[src/logic/ldu_pkg.sv]
package ldu_pkg;

    // ------------------------------------------------------------
    // widths

    localparam int VPN_WIDTH = 20;
    localparam int PPN_WIDTH = 22;
    localparam int PO_WORD_WIDTH = 10;
    localparam int PA_WORD_WIDTH = PPN_WIDTH + PO_WORD_WIDTH;

    localparam int DCACHE_WAYS = 2;
    localparam int DCACHE_INDEX_WIDTH = 5;
    localparam int DCACHE_WORD_SEL_WIDTH = 3;
    localparam int DCACHE_BLOCK_OFFSET_WIDTH = DCACHE_WORD_SEL_WIDTH + 2;
    localparam int DCACHE_TAG_WIDTH = PPN_WIDTH;

    localparam int CQ_INDEX_WIDTH = 4;
    localparam int ROB_INDEX_WIDTH = 7;
    localparam int PR_INDEX_WIDTH = 7;

    typedef logic [VPN_WIDTH-1:0] vpn_t;
    typedef logic [PPN_WIDTH-1:0] ppn_t;
    typedef logic [PO_WORD_WIDTH-1:0] po_word_t;
    typedef logic [PA_WORD_WIDTH-1:0] pa_word_t;
    typedef logic [DCACHE_TAG_WIDTH-1:0] dcache_tag_t;
    typedef logic [DCACHE_INDEX_WIDTH-1:0] dcache_index_t;
    typedef logic [DCACHE_BLOCK_OFFSET_WIDTH-1:0] dcache_offset_t;
    typedef logic [CQ_INDEX_WIDTH-1:0] cq_index_t;
    typedef logic [ROB_INDEX_WIDTH-1:0] rob_index_t;
    typedef logic [PR_INDEX_WIDTH-1:0] pr_index_t;
    typedef logic [3:0] byte_mask_t;
    typedef logic [31:0] word_t;
    typedef logic [3:0] load_op_t;

    // load ops
    // bit 1 selects word, bit 0 halfword, bit 2 unsigned
    localparam load_op_t LOAD_OP_LB = 4'd0;
    localparam load_op_t LOAD_OP_LH = 4'd1;
    localparam load_op_t LOAD_OP_LW = 4'd2;
    localparam load_op_t LOAD_OP_LBU = 4'd4;
    localparam load_op_t LOAD_OP_LHU = 4'd5;

    // ------------------------------------------------------------
    // bundles

    typedef struct packed {
        vpn_t vpn;
        po_word_t po_word;
        byte_mask_t byte_mask;
        cq_index_t cq_index;
    } first_try_t;

    typedef struct packed {
        word_t data;
        cq_index_t cq_index;
    } data_try_t;

    typedef struct packed {
        logic hit;
        ppn_t ppn;
        logic is_mem;
        logic page_fault;
        logic access_fault;
    } dtlb_resp_t;

    typedef struct packed {
        logic [DCACHE_WAYS-1:0] valid_by_way;
        dcache_tag_t [DCACHE_WAYS-1:0] tag_by_way;
        word_t [DCACHE_WAYS-1:0] data_by_way;
    } dcache_resp_t;

    typedef struct packed {
        logic is_first;
        logic is_data;
        po_word_t po_word;
        byte_mask_t byte_mask;
        word_t data;
        cq_index_t cq_index;
    } resp_stage_t;

    typedef struct packed {
        load_op_t op;
        pr_index_t dest_pr;
        rob_index_t rob_index;
    } cq_info_t;

    typedef struct packed {
        word_t data;
        pr_index_t pr;
        rob_index_t rob_index;
    } wb_t;

    typedef struct packed {
        logic page_fault;
        logic access_fault;
        rob_index_t rob_index;
    } exception_t;

    typedef struct packed {
        cq_index_t cq_index;
        logic dtlb_hit;
        logic page_fault;
        logic access_fault;
        logic dcache_hit;
        logic is_mem;
        pa_word_t pa_word;
        byte_mask_t byte_mask;
        word_t data;
    } cq_ret_t;

endpackage

[src/logic/ldu_launch_req.sv]
`timescale 1ns/1ps

module ldu_launch_req (
    input  logic                    CLK,
    input  logic                    nRST,
    input  logic                    first_try_valid,
    input  ldu_pkg::first_try_t     first_try,
    input  logic                    data_try_valid,
    input  ldu_pkg::data_try_t      data_try,
    input  logic                    dtlb_req_ready,
    input  logic                    dcache_req_ready,
    input  logic                    ret_stall,
    output logic                    first_try_ack,
    output logic                    data_try_ack,
    output logic                    dtlb_req_valid,
    output ldu_pkg::vpn_t           dtlb_req_vpn,
    output logic                    dcache_req_valid,
    output ldu_pkg::dcache_index_t  dcache_req_index,
    output ldu_pkg::dcache_offset_t dcache_req_block_offset,
    output logic                    resp_valid,
    output ldu_pkg::resp_stage_t    resp_stage,
    output logic                    resp_fresh
);
    import ldu_pkg::*;

    logic        stall_resp;
    logic        req_valid;
    resp_stage_t req_stage;

    // occupied response stage waits on the return stage
    assign stall_resp = resp_valid & ret_stall;

    // ------------------------------------------------------------
    // arbitration

    always_comb begin
        first_try_ack = 1'b0;
        data_try_ack = 1'b0;
        // first try also needs both lookups to take the request
        if (first_try_valid & ~stall_resp & dtlb_req_ready & dcache_req_ready) begin
            first_try_ack = 1'b1;
        end else if (data_try_valid & ~stall_resp) begin
            data_try_ack = 1'b1;
        end
    end

    assign req_valid = first_try_ack | data_try_ack;

    always_comb begin
        req_stage.is_first = first_try_ack;
        req_stage.is_data = data_try_ack;
        req_stage.po_word = first_try.po_word;
        req_stage.byte_mask = first_try.byte_mask;
        req_stage.data = data_try.data;
        req_stage.cq_index = first_try_ack ? first_try.cq_index : data_try.cq_index;
    end

    // tlb and cache lookups go out together
    assign dtlb_req_valid = first_try_ack;
    assign dtlb_req_vpn = first_try.vpn;
    assign dcache_req_valid = first_try_ack;
    assign dcache_req_index = first_try.po_word[DCACHE_WORD_SEL_WIDTH +: DCACHE_INDEX_WIDTH];
    assign dcache_req_block_offset = {first_try.po_word[DCACHE_WORD_SEL_WIDTH-1:0], 2'b00};

    // ------------------------------------------------------------
    // request to response stage

    always_ff @(posedge CLK, negedge nRST) begin
        if (~nRST) begin
            resp_valid <= 1'b0;
            resp_fresh <= 1'b0;
        end else begin
            // fresh only in the cycle after the stage took something
            resp_fresh <= ~stall_resp;
            if (~stall_resp) begin
                resp_valid <= req_valid;
            end
        end
    end

    always_ff @(posedge CLK) begin
        if (~stall_resp) begin
            resp_stage <= req_stage;
        end
    end

endmodule

[src/logic/ldu_translate_check.sv]
`timescale 1ns/1ps

module ldu_translate_check (
    input  logic                 CLK,
    input  logic                 nRST,
    input  logic                 resp_fresh,
    input  ldu_pkg::resp_stage_t resp_stage,
    input  ldu_pkg::dtlb_resp_t  dtlb_resp,
    output ldu_pkg::pa_word_t    pa_word,
    output logic                 dtlb_hit,
    output logic                 page_fault,
    output logic                 access_fault,
    output logic                 is_mem
);
    import ldu_pkg::*;

    dtlb_resp_t saved_resp;
    dtlb_resp_t sel_resp;

    // tlb answer is only good in the fresh cycle
    always_ff @(posedge CLK, negedge nRST) begin
        if (~nRST) begin
            saved_resp <= '0;
        end else if (resp_fresh) begin
            saved_resp <= dtlb_resp;
        end
    end

    assign sel_resp = resp_fresh ? dtlb_resp : saved_resp;

    assign pa_word = {sel_resp.ppn, resp_stage.po_word};

    // data try never looked up a translation
    assign dtlb_hit = resp_stage.is_first & sel_resp.hit;
    assign page_fault = resp_stage.is_first & sel_resp.page_fault;
    assign access_fault = resp_stage.is_first & sel_resp.access_fault;
    assign is_mem = resp_stage.is_first & sel_resp.is_mem;

endmodule

[src/logic/ldu_tag_match.sv]
`timescale 1ns/1ps

module ldu_tag_match (
    input  logic                  CLK,
    input  logic                  nRST,
    input  logic                  resp_valid,
    input  logic                  resp_fresh,
    input  ldu_pkg::resp_stage_t  resp_stage,
    input  ldu_pkg::pa_word_t     pa_word,
    input  logic                  dtlb_hit,
    input  ldu_pkg::dcache_resp_t dcache_resp,
    output logic                  dcache_hit,
    output ldu_pkg::word_t        sel_data,
    output logic                  dcache_hit_valid,
    output logic                  dcache_hit_way,
    output logic                  dcache_miss_valid,
    output ldu_pkg::dcache_tag_t  dcache_miss_tag
);
    import ldu_pkg::*;

    dcache_resp_t           saved_resp;
    dcache_resp_t           sel_resp;
    dcache_tag_t            addr_tag;
    logic [DCACHE_WAYS-1:0] vtm_by_way;
    logic                   any_vtm;
    logic                   give_feedback;

    always_ff @(posedge CLK, negedge nRST) begin
        if (~nRST) begin
            saved_resp <= '0;
        end else if (resp_fresh) begin
            saved_resp <= dcache_resp;
        end
    end

    assign sel_resp = resp_fresh ? dcache_resp : saved_resp;

    // ------------------------------------------------------------
    // tag compare

    assign addr_tag = pa_word[PA_WORD_WIDTH-1 -: DCACHE_TAG_WIDTH];

    always_comb begin
        for (int w = 0; w < DCACHE_WAYS; w++) begin
            vtm_by_way[w] = sel_resp.valid_by_way[w] & (sel_resp.tag_by_way[w] == addr_tag);
        end
    end

    assign any_vtm = |vtm_by_way;
    // way 1 wins on a double match
    assign dcache_hit_way = vtm_by_way[1];
    assign dcache_hit = dtlb_hit & any_vtm;

    // feedback once per item, only with a real address
    assign give_feedback = resp_valid & resp_fresh & dtlb_hit;
    assign dcache_hit_valid = give_feedback & any_vtm;
    assign dcache_miss_valid = give_feedback & ~any_vtm;
    assign dcache_miss_tag = addr_tag;

    // ------------------------------------------------------------
    // data select

    assign sel_data = resp_stage.is_data ? resp_stage.data
                                         : sel_resp.data_by_way[dcache_hit_way];

endmodule

[src/logic/ldu_launch_ret.sv]
`timescale 1ns/1ps

module ldu_launch_ret (
    input  logic                 CLK,
    input  logic                 nRST,
    input  logic                 resp_valid,
    input  ldu_pkg::resp_stage_t resp_stage,
    input  ldu_pkg::cq_info_t    cq_info,
    input  ldu_pkg::pa_word_t    pa_word,
    input  logic                 dtlb_hit,
    input  logic                 page_fault,
    input  logic                 access_fault,
    input  logic                 is_mem,
    input  logic                 dcache_hit,
    input  ldu_pkg::word_t       sel_data,
    input  logic                 wb_ready,
    input  logic                 exception_ready,
    output ldu_pkg::cq_index_t   cq_grab_index,
    output logic                 ret_stall,
    output logic                 wb_valid,
    output ldu_pkg::wb_t         wb,
    output logic                 exception_valid,
    output ldu_pkg::exception_t  exception,
    output logic                 cq_ret_valid,
    output ldu_pkg::cq_ret_t     cq_ret
);
    import ldu_pkg::*;

    logic     do_wb;
    logic     do_exc;
    cq_ret_t  next_item;

    logic     ret_valid;
    logic     ret_do_wb;
    logic     ret_do_exc;
    logic     ret_do_cq_ret;
    logic     ret_is_data;
    cq_info_t ret_info;
    cq_ret_t  ret_item;

    logic     perform;
    logic     is_signed;
    word_t    load_data;

    // ------------------------------------------------------------
    // response stage actions

    assign cq_grab_index = resp_stage.cq_index;

    // faults do not block writeback
    assign do_wb = resp_stage.is_data | (dtlb_hit & dcache_hit);
    assign do_exc = dtlb_hit & (page_fault | access_fault);

    always_comb begin
        next_item.cq_index = resp_stage.cq_index;
        next_item.dtlb_hit = dtlb_hit;
        next_item.page_fault = page_fault;
        next_item.access_fault = access_fault;
        next_item.dcache_hit = dcache_hit;
        next_item.is_mem = is_mem;
        next_item.pa_word = pa_word;
        next_item.byte_mask = resp_stage.byte_mask;
        next_item.data = sel_data;
    end

    // ------------------------------------------------------------
    // return stage

    always_ff @(posedge CLK, negedge nRST) begin
        if (~nRST) begin
            ret_valid <= 1'b0;
            ret_do_wb <= 1'b0;
            ret_do_exc <= 1'b0;
            ret_do_cq_ret <= 1'b0;
        end else if (~ret_stall) begin
            ret_valid <= resp_valid;
            ret_do_wb <= resp_valid & do_wb;
            ret_do_exc <= resp_valid & do_exc;
            ret_do_cq_ret <= resp_valid & resp_stage.is_first;
        end
    end

    always_ff @(posedge CLK) begin
        if (~ret_stall) begin
            ret_is_data <= resp_stage.is_data;
            ret_info <= cq_info;
            ret_item <= next_item;
        end
    end

    // cq return always accepted
    assign ret_stall = ret_valid & ((ret_do_wb & ~wb_ready) | (ret_do_exc & ~exception_ready));
    assign perform = ret_valid & ~ret_stall;

    // ------------------------------------------------------------
    // load data extraction

    assign is_signed = ~ret_info.op[2];

    always_comb begin
        if (ret_is_data | ret_info.op[1]) begin
            load_data = ret_item.data;
        end else if (ret_info.op[0]) begin
            // halfword picked by the cleared mask bit
            if (~ret_item.byte_mask[1]) begin
                load_data = {{16{is_signed & ret_item.data[31]}}, ret_item.data[31:16]};
            end else if (~ret_item.byte_mask[0]) begin
                load_data = {{16{is_signed & ret_item.data[23]}}, ret_item.data[23:8]};
            end else begin
                load_data = {{16{is_signed & ret_item.data[15]}}, ret_item.data[15:0]};
            end
        end else begin
            // byte lane of highest mask bit
            if (ret_item.byte_mask[3]) begin
                load_data = {{24{is_signed & ret_item.data[31]}}, ret_item.data[31:24]};
            end else if (ret_item.byte_mask[2]) begin
                load_data = {{24{is_signed & ret_item.data[23]}}, ret_item.data[23:16]};
            end else if (ret_item.byte_mask[1]) begin
                load_data = {{24{is_signed & ret_item.data[15]}}, ret_item.data[15:8]};
            end else begin
                load_data = {{24{is_signed & ret_item.data[7]}}, ret_item.data[7:0]};
            end
        end
    end

    // ------------------------------------------------------------
    // outputs

    assign wb_valid = ret_do_wb & perform;
    assign wb.data = load_data;
    assign wb.pr = ret_info.dest_pr;
    assign wb.rob_index = ret_info.rob_index;

    assign exception_valid = ret_do_exc & perform;
    assign exception.page_fault = ret_item.page_fault;
    assign exception.access_fault = ret_item.access_fault;
    assign exception.rob_index = ret_info.rob_index;

    assign cq_ret_valid = ret_do_cq_ret & perform;
    assign cq_ret = ret_item;

endmodule

[src/logic/ldu_launch_pipeline.sv]
`timescale 1ns/1ps

module ldu_launch_pipeline (
    input  logic                    CLK,
    input  logic                    nRST,
    input  logic                    first_try_valid,
    input  ldu_pkg::first_try_t     first_try,
    output logic                    first_try_ack,
    input  logic                    data_try_valid,
    input  ldu_pkg::data_try_t      data_try,
    output logic                    data_try_ack,
    output logic                    dtlb_req_valid,
    output ldu_pkg::vpn_t           dtlb_req_vpn,
    input  logic                    dtlb_req_ready,
    input  ldu_pkg::dtlb_resp_t     dtlb_resp,
    output logic                    dcache_req_valid,
    output ldu_pkg::dcache_index_t  dcache_req_index,
    output ldu_pkg::dcache_offset_t dcache_req_block_offset,
    input  logic                    dcache_req_ready,
    input  ldu_pkg::dcache_resp_t   dcache_resp,
    output logic                    dcache_hit_valid,
    output logic                    dcache_hit_way,
    output logic                    dcache_miss_valid,
    output ldu_pkg::dcache_tag_t    dcache_miss_tag,
    output ldu_pkg::cq_index_t      cq_grab_index,
    input  ldu_pkg::cq_info_t       cq_info,
    output logic                    wb_valid,
    output ldu_pkg::wb_t            wb,
    input  logic                    wb_ready,
    output logic                    exception_valid,
    output ldu_pkg::exception_t     exception,
    input  logic                    exception_ready,
    output logic                    cq_ret_valid,
    output ldu_pkg::cq_ret_t        cq_ret
);
    import ldu_pkg::*;

    logic        resp_valid;
    resp_stage_t resp_stage;
    logic        resp_fresh;
    pa_word_t    pa_word;
    logic        dtlb_hit;
    logic        page_fault;
    logic        access_fault;
    logic        is_mem;
    logic        dcache_hit;
    word_t       sel_data;
    logic        ret_stall;

    ldu_launch_req i_ldu_launch_req (
        .CLK(CLK),
        .nRST(nRST),
        .first_try_valid(first_try_valid),
        .first_try(first_try),
        .data_try_valid(data_try_valid),
        .data_try(data_try),
        .dtlb_req_ready(dtlb_req_ready),
        .dcache_req_ready(dcache_req_ready),
        .ret_stall(ret_stall),
        .first_try_ack(first_try_ack),
        .data_try_ack(data_try_ack),
        .dtlb_req_valid(dtlb_req_valid),
        .dtlb_req_vpn(dtlb_req_vpn),
        .dcache_req_valid(dcache_req_valid),
        .dcache_req_index(dcache_req_index),
        .dcache_req_block_offset(dcache_req_block_offset),
        .resp_valid(resp_valid),
        .resp_stage(resp_stage),
        .resp_fresh(resp_fresh)
    );

    // response stage, tlb side
    ldu_translate_check i_ldu_translate_check (
        .CLK(CLK),
        .nRST(nRST),
        .resp_fresh(resp_fresh),
        .resp_stage(resp_stage),
        .dtlb_resp(dtlb_resp),
        .pa_word(pa_word),
        .dtlb_hit(dtlb_hit),
        .page_fault(page_fault),
        .access_fault(access_fault),
        .is_mem(is_mem)
    );

    // response stage, cache side
    ldu_tag_match i_ldu_tag_match (
        .CLK(CLK),
        .nRST(nRST),
        .resp_valid(resp_valid),
        .resp_fresh(resp_fresh),
        .resp_stage(resp_stage),
        .pa_word(pa_word),
        .dtlb_hit(dtlb_hit),
        .dcache_resp(dcache_resp),
        .dcache_hit(dcache_hit),
        .sel_data(sel_data),
        .dcache_hit_valid(dcache_hit_valid),
        .dcache_hit_way(dcache_hit_way),
        .dcache_miss_valid(dcache_miss_valid),
        .dcache_miss_tag(dcache_miss_tag)
    );

    ldu_launch_ret i_ldu_launch_ret (
        .CLK(CLK),
        .nRST(nRST),
        .resp_valid(resp_valid),
        .resp_stage(resp_stage),
        .cq_info(cq_info),
        .pa_word(pa_word),
        .dtlb_hit(dtlb_hit),
        .page_fault(page_fault),
        .access_fault(access_fault),
        .is_mem(is_mem),
        .dcache_hit(dcache_hit),
        .sel_data(sel_data),
        .wb_ready(wb_ready),
        .exception_ready(exception_ready),
        .cq_grab_index(cq_grab_index),
        .ret_stall(ret_stall),
        .wb_valid(wb_valid),
        .wb(wb),
        .exception_valid(exception_valid),
        .exception(exception),
        .cq_ret_valid(cq_ret_valid),
        .cq_ret(cq_ret)
    );

endmodule

[config.mk]
export PLATFORM = sky130hd
export DESIGN_NAME = ldu_launch_pipeline
export DESIGN_NICKNAME = d
export VERILOG_FILES = /design/src/logic/ldu_pkg.sv /design/src/logic/ldu_launch_req.sv /design/src/logic/ldu_translate_check.sv /design/src/logic/ldu_tag_match.sv /design/src/logic/ldu_launch_ret.sv /design/src/logic/ldu_launch_pipeline.sv
export SDC_FILE = /design/constraint.sdc
export NUM_CORES = 1
export LEC_CHECK = 0
export BUFFER_PORTS_ARGS = -buffer_cell sky130_fd_sc_hd__buf_2
export CORE_AREA = 2 2 170 172
export CTS_CLUSTER_SIZE = 16
export DETAILED_ROUTE_END_ITERATION = 7
export DIE_AREA = 0 0 172 174
export GPL_TIMING_DRIVEN = 0
export HOLD_SLACK_MARGIN = 0.12
export PLACE_DENSITY = 0.76
export RECOVER_POWER = 25
export SYNTH_ARGS = -nofsm -noshare
export SYNTH_HDL_FRONTEND = slang
export SYNTH_SLANG_ARGS = --single-unit
[constraint.sdc]
create_clock -name CLK -period 5.54 [get_ports CLK]
set_clock_uncertainty 0.1 [all_clocks]
set_input_delay 1.385 -clock CLK [delete_from_list [all_inputs] [get_ports CLK]]
set_output_delay 1.385 -clock CLK [all_outputs]
set_load 0.01 [all_outputs]
# ---- After elaboration in Yosys (flattened, before gate mapping)
# Index checks and enable logic that the tools add are counted.
dict set report totals {
  regBits 289
  latch_bits 0
  ramBits 0
  mem_bits_ro 0
  in_bits 236
  elab_cells 98
  n_memories 0
}
dict set report op_classes {
  add_sub_neg 0
  mul 0
  n_div 0
  order_cmp 1
  n_eq_ne 2
  shifts 0
  n_mux 16
  bitwise_logic 43
  n_reduce_logical 1
}
# cell count
set op_table {}
lappend op_table {{32-bit two-way mux} 10}
lappend op_table {{110-bit two-way mux} 1}
lappend op_table {{22-bit equality test} 2}
lappend op_table {{1-bit bitwise AND} 32}
lappend op_table {{26-bit two-way mux} 1}
lappend op_table {{1-bit inverter} 6}
lappend op_table {{1-bit bitwise OR} 5}
lappend op_table {{4-bit two-way mux} 1}
lappend op_table {{1-bit two-way mux} 3}
lappend op_table {{1-bit by 2-bit < comparator with 1-bit output, second input constant} 1}
lappend op_table {{2-bit OR reduction} 1}

# ---- Depth between registers and ports, before layout
dict set report logic_depth {
  word_depth 11
  mapped_depth 9
}

# ---- Modules after synthesis
# A second synthesis with hierarchy kept.
dict set report hier_totals {
  hier_cells 977
  area_unflattened_um2 13330.3
}
# module instances cells_per_inst area_per_inst_um2 seq_area_each_um2
set by_module_without_submodules {}
lappend by_module_without_submodules {ldu_tag_match 1 480 5662.9 2752.6}
lappend by_module_without_submodules {ldu_launch_ret 1 309 4445.5 2952.8}
lappend by_module_without_submodules {ldu_launch_req 1 97 1964.4 1611.5}
lappend by_module_without_submodules {ldu_translate_check 1 91 1257.5 650.6}

# ---- Worst setup path after synthesis
# No wires, ideal clock.
dict set report synth_path {
  path_type {in2out}
  startpoint {input port wb_ready}
  endpoint {output port dtlb_req_valid}
  t_arrival_ns 3.666
  required_ns 4.055
  path_slack_ns 0.389
  stages 7
  cell_sequence {nand2b_1 nand2_1 and2_0 nand2_1 nand2b_1 inv_1 buf_4}
}
dict set report synth_between {
  elab_chain_cells 10
}
# item line
set synth_lines {}
lappend synth_lines {{from (decl)} ldu_launch_pipeline.sv:29} ;# input logic wb_ready,
lappend synth_lines {{1-bit inverter} ldu_launch_ret.sv:92} ;# assign ret_stall = ret_valid & ((ret_do_wb & ~wb_ready) | (ret_do_exc & ~exception_ready));
lappend synth_lines {{1-bit bitwise AND} ldu_launch_ret.sv:92}
lappend synth_lines {{1-bit bitwise OR} ldu_launch_ret.sv:92}
lappend synth_lines {{1-bit bitwise AND} ldu_launch_ret.sv:92}
lappend synth_lines {{1-bit bitwise AND} ldu_launch_req.sv:31} ;# assign stall_resp = resp_valid & ret_stall;
lappend synth_lines {{1-bit inverter} ldu_launch_req.sv:40} ;# if (first_try_valid & ~stall_resp & dtlb_req_ready & dcache_req_ready) begin
lappend synth_lines {{1-bit bitwise AND (3 in series)} ldu_launch_req.sv:40}
lappend synth_lines {{1-bit two-way mux} ldu_launch_req.sv:40}
lappend synth_lines {{to (decl)} ldu_launch_pipeline.sv:12} ;# output logic dtlb_req_valid,
# Every way passes these cells.

==> results by group <==
Power
  – Combinational share of power: 16.7%
  – Power Total: 0.00580 W
  – Clock Power Share: 37.8%
  – Maximum vdd drop: 268 uV
  – P_int: 0.00427 W
  – Leak pwr: 7.70 nW
  – Sw frac: 26.3%
  – Flop pwr share: 45.6%
  – NetSw: 0.00153 W
  – PwrDens: 339 nW/um2

Logic synthesis
  – Mapped Area: 13,400 um2
  – Cell accounting for the most synthesized area: edfxtp_1
  – Synth Instances: 1,006
  – #FFs+latches synth: 289
  – Syn Area/Cell: 13.3 um2
  – Post-synth EDFFs: 147
  – Sequential cell area fraction in the yosys report: 59.5%
  – Synth warn: 0
  – Ys flop type: edfxtp_1
  – Most common cell in the synthesized netlist: edfxtp_1
  – Synth cell types: 51
  – Share of the synthesized area in the top cell type: 33.0%
  – Area contributors post-synth: edfxtp_1 (33%), dfrtp_1 (27%), mux2_2 (11%)
  – Leading cell types by count after synthesis: edfxtp_1 (147), dfrtp_1 (142), mux2_2 (134)
  – Post-synth ARST share: 49.1%

Clocking
  – CTS max path bufs: 3
  – Post-CTS setup buffers: 0
  – Post-CTS Resized: 0
  – Hold_buf cts: 0
  – CTS tree: yes
  – Clock Tree Root: clkbuf_16
  – CTS Buf Count: 34
  – Reg clk slew, reported paths: 0.06 ns
  – Htree depth: 2
  – Clock sinks: 289
  – Clk Latency, worst-skew pair: 0.50 ns

Status
  – Violated checks: max-capacitance violations, max-slew violations
  – Outcome: finished, violations left

Layout
  – Fin area: 17,100 um2
  – Synth-to-Final Area Change: 27.8%
  – # fillers: 2,354
  – Finished Layout Cells: 1,874
  – Final nets: 1,691
  – Final core occ: 60.6%
  – Layout cells sized above 1: 46.0%

Critical path
  – Nature of the critical path startpoint: flop
  – Crit path required time: 4.05 ns
  – Slowest CP cell: clkbuf_1
  – Critical path class: flop to primary output
  – Biggest fanout along the worst timing path: 10
  – Worst path cell trace: buf_6 > clkbuf_1 > buf_4 > buf_2 > buf_2 > buf_2 > mux2_2 > buf_4 > buf_2
  – Most Frequent Cell on Critical Path: buf_2
  – WP data arrival: 3.64 ns
  – Setup crit end kind: primary output
  – Biggest cell delay along the critical path: 0.50 ns

Global routing
  – First-pass GRT wire length: 55.7 mm
  – Initial antenna violation count: 8
  – Pin count of the biggest net entering global routing: 76
  – Number of global-route vias before repair: 9,828
  – GRT Util Overall: 24.5%
  – Grt ovf: 0

Place
  – Port buffer count: 410
  – Placement Cell Area: 16,000 um2
  – Routability cong.: 0.884
  – Dpl ws: 0.396 ns
  – Detail Placement HPWL: 27.9 mm
  – Placed cells: 1,803

STA
  – RSZ-0062 raised after global routing: false
  – Worst slew pin tran: 3.52 ns
  – Final period utilization: 92.5%
  – Fmax: 195 MHz
  – Worst setup margin: 0.414 ns
  – Final hold vios: 0
  – Final setup viols: 0
  – Max-slew violation count: 75
  – Slew margin rel.: -135%
  – Tmin final: 5.13 ns

Drt
  – DRT Pass-1 Iters: 5
  – DRT Wirelength: 37.4 mm
  – DR WL/cell: 20.0 um
  – Number of routed nets with antenna violations: 0
  – Starting DRT DRC Count: 661
  – Via count: 9,721
  – Vias/cell: 5.19
  – DRC violations left: 0

Floorplanning
  – # rows: 62
  – Starting Density: 47.4%
  – Die Area: 29,900 um2
  – Die X: 172 um
  – Die height: 174 um
  – Boundary Pins: 434
  – Core area: 28,200 um2

Run
  – Max cap viols: 1

Hold path
  – Hold Crit Class: flop to flop
logic make-up after synthesis:
| family | count (synthesis) | synth area share (%) |
|---|---|---|
| compound gates | 126 | 6.84 |
| xor+xnor | 76 | 4.97 |
| buf+inv | 149 | 6.87 |
| flops | 289 | 59.5 |
| mux | 165 | 13.6 |
| other cells | 1 | 0.0280 |
| simple gates | 200 | 8.22 |
metrics by stage:
step	hold WS, ns	TNS, ns
2_1_floorplan	0.300	0
3_3_place_gp	0.300	-2.79
3_5_place_dp	0.305	0
4_1_cts	0.316	0
5_1_grt	0.324	0
6_report	0.317	0
power by group through the flow:
| stage | clock network [W] | registers (W) | logic [W] |
|---|---|---|---|
| after floorplan | 0 | 0.00266 | 0.000534 |
| after global placement | 0 | 0.00268 | 0.000942 |
| after detailed placement | 0 | 0.00268 | 0.000966 |
| after CTS | 0.00223 | 0.00264 | 0.000973 |
| after global routing | 0.00232 | 0.00266 | 0.00106 |
| final | 0.00219 | 0.00264 | 0.000966 |
path summary, 6_finish.rpt:
check	cells past startpoint	slack [ns]	endpoint	from
min in group asynchronous	1	2.13	i_ldu_tag_match.saved_resp[68]$_DFF_PN0_	nRST
setup / recovery	9	0.41	dcache_miss_tag[6]	i_ldu_launch_req.resp_fresh$_DFF_PN0_
hold / removal	0	0.32	i_ldu_launch_ret.cq_ret[39]$_DFFE_PP_	i_ldu_launch_req.resp_stage[43]$_DFFE_PN_
setup reg to reg	7	2.29	i_ldu_launch_ret.cq_ret[52]$_DFFE_PP_	i_ldu_launch_req.resp_fresh$_DFF_PN0_
hold reg to reg	0	0.32	i_ldu_launch_ret.cq_ret[39]$_DFFE_PP_	i_ldu_launch_req.resp_stage[43]$_DFFE_PN_
max in group asynchronous	1	1.18	i_ldu_tag_match.saved_resp[41]$_DFF_PN0_	nRST
per-layer routing:
| layer | wire length [um] | up-vias | GRT usage (%) |
|---|---|---|---|
| li1 | - | 4495 | - |
| met1 | 15600 | 4756 | 31.6 |
| met3 | 2470 | 66 | 5.10 |
| met4 | 948 | 0 | 8.54 |
| met2 | 18400 | 404 | 41.1 |
| met5 | 0 | - | 0 |
worst max-delay path: cells and delay by family, from the launching register on:
kind | cells | cell delay, ns
buffers and inverters | 8 | 2.30
multiplexers | 1 | 0.42
flip-flops | 1 | 0.44
sequential cells by signal, summed over array words and instances (netlist names), 3 cells and up:
signal	cells
i_ldu_launch_req.resp_stage	52
i_ldu_launch_ret.cq_ret	77
i_ldu_launch_ret.exception	7
i_ldu_launch_ret.ret_info	3
i_ldu_launch_ret.wb	7
i_ldu_tag_match.saved_resp	110
i_ldu_translate_check.saved_resp	26
final cells by class:
type                            count  area (um2)  share of cell area, %
Clock inverter                     12        92.6                  0.541
Timing Repair Buffer              412        2090                   12.2
Buffer                            131         851                   4.97
Antenna cell                        9        22.5                  0.132
Tap cell                          384         480                   2.81
Inverter                           18        70.1                  0.409
Multi-Input combinational cell    569        4520                   26.4
Clock buffer                       50        1020                   5.99
Sequential cell                   289        7970                   46.6
layout by cell type, fill, tap and decap left out, types with 6 or more instances in the layout:
master and count:
nand2b_1 38, or4_1 31, nand4_1 12, clkinv_2 7, buf_4 82, diode_2 9
nand2_1 43, nor2_1 37, edfxtp_1 147, o21ai_0 35, dfrtp_1 142, nand3_1 6
xor2_1 38, a21o_1 18, inv_1 16, xnor2_1 38, buf_2 408, clkbuf_16 37
a21oi_1 26, mux2_2 126, mux2_1 8, mux2i_1 31, clkbuf_1 50, nor4_1 9
o311a_1 32
Note: power is estimated with default switching activity, not from simulation.
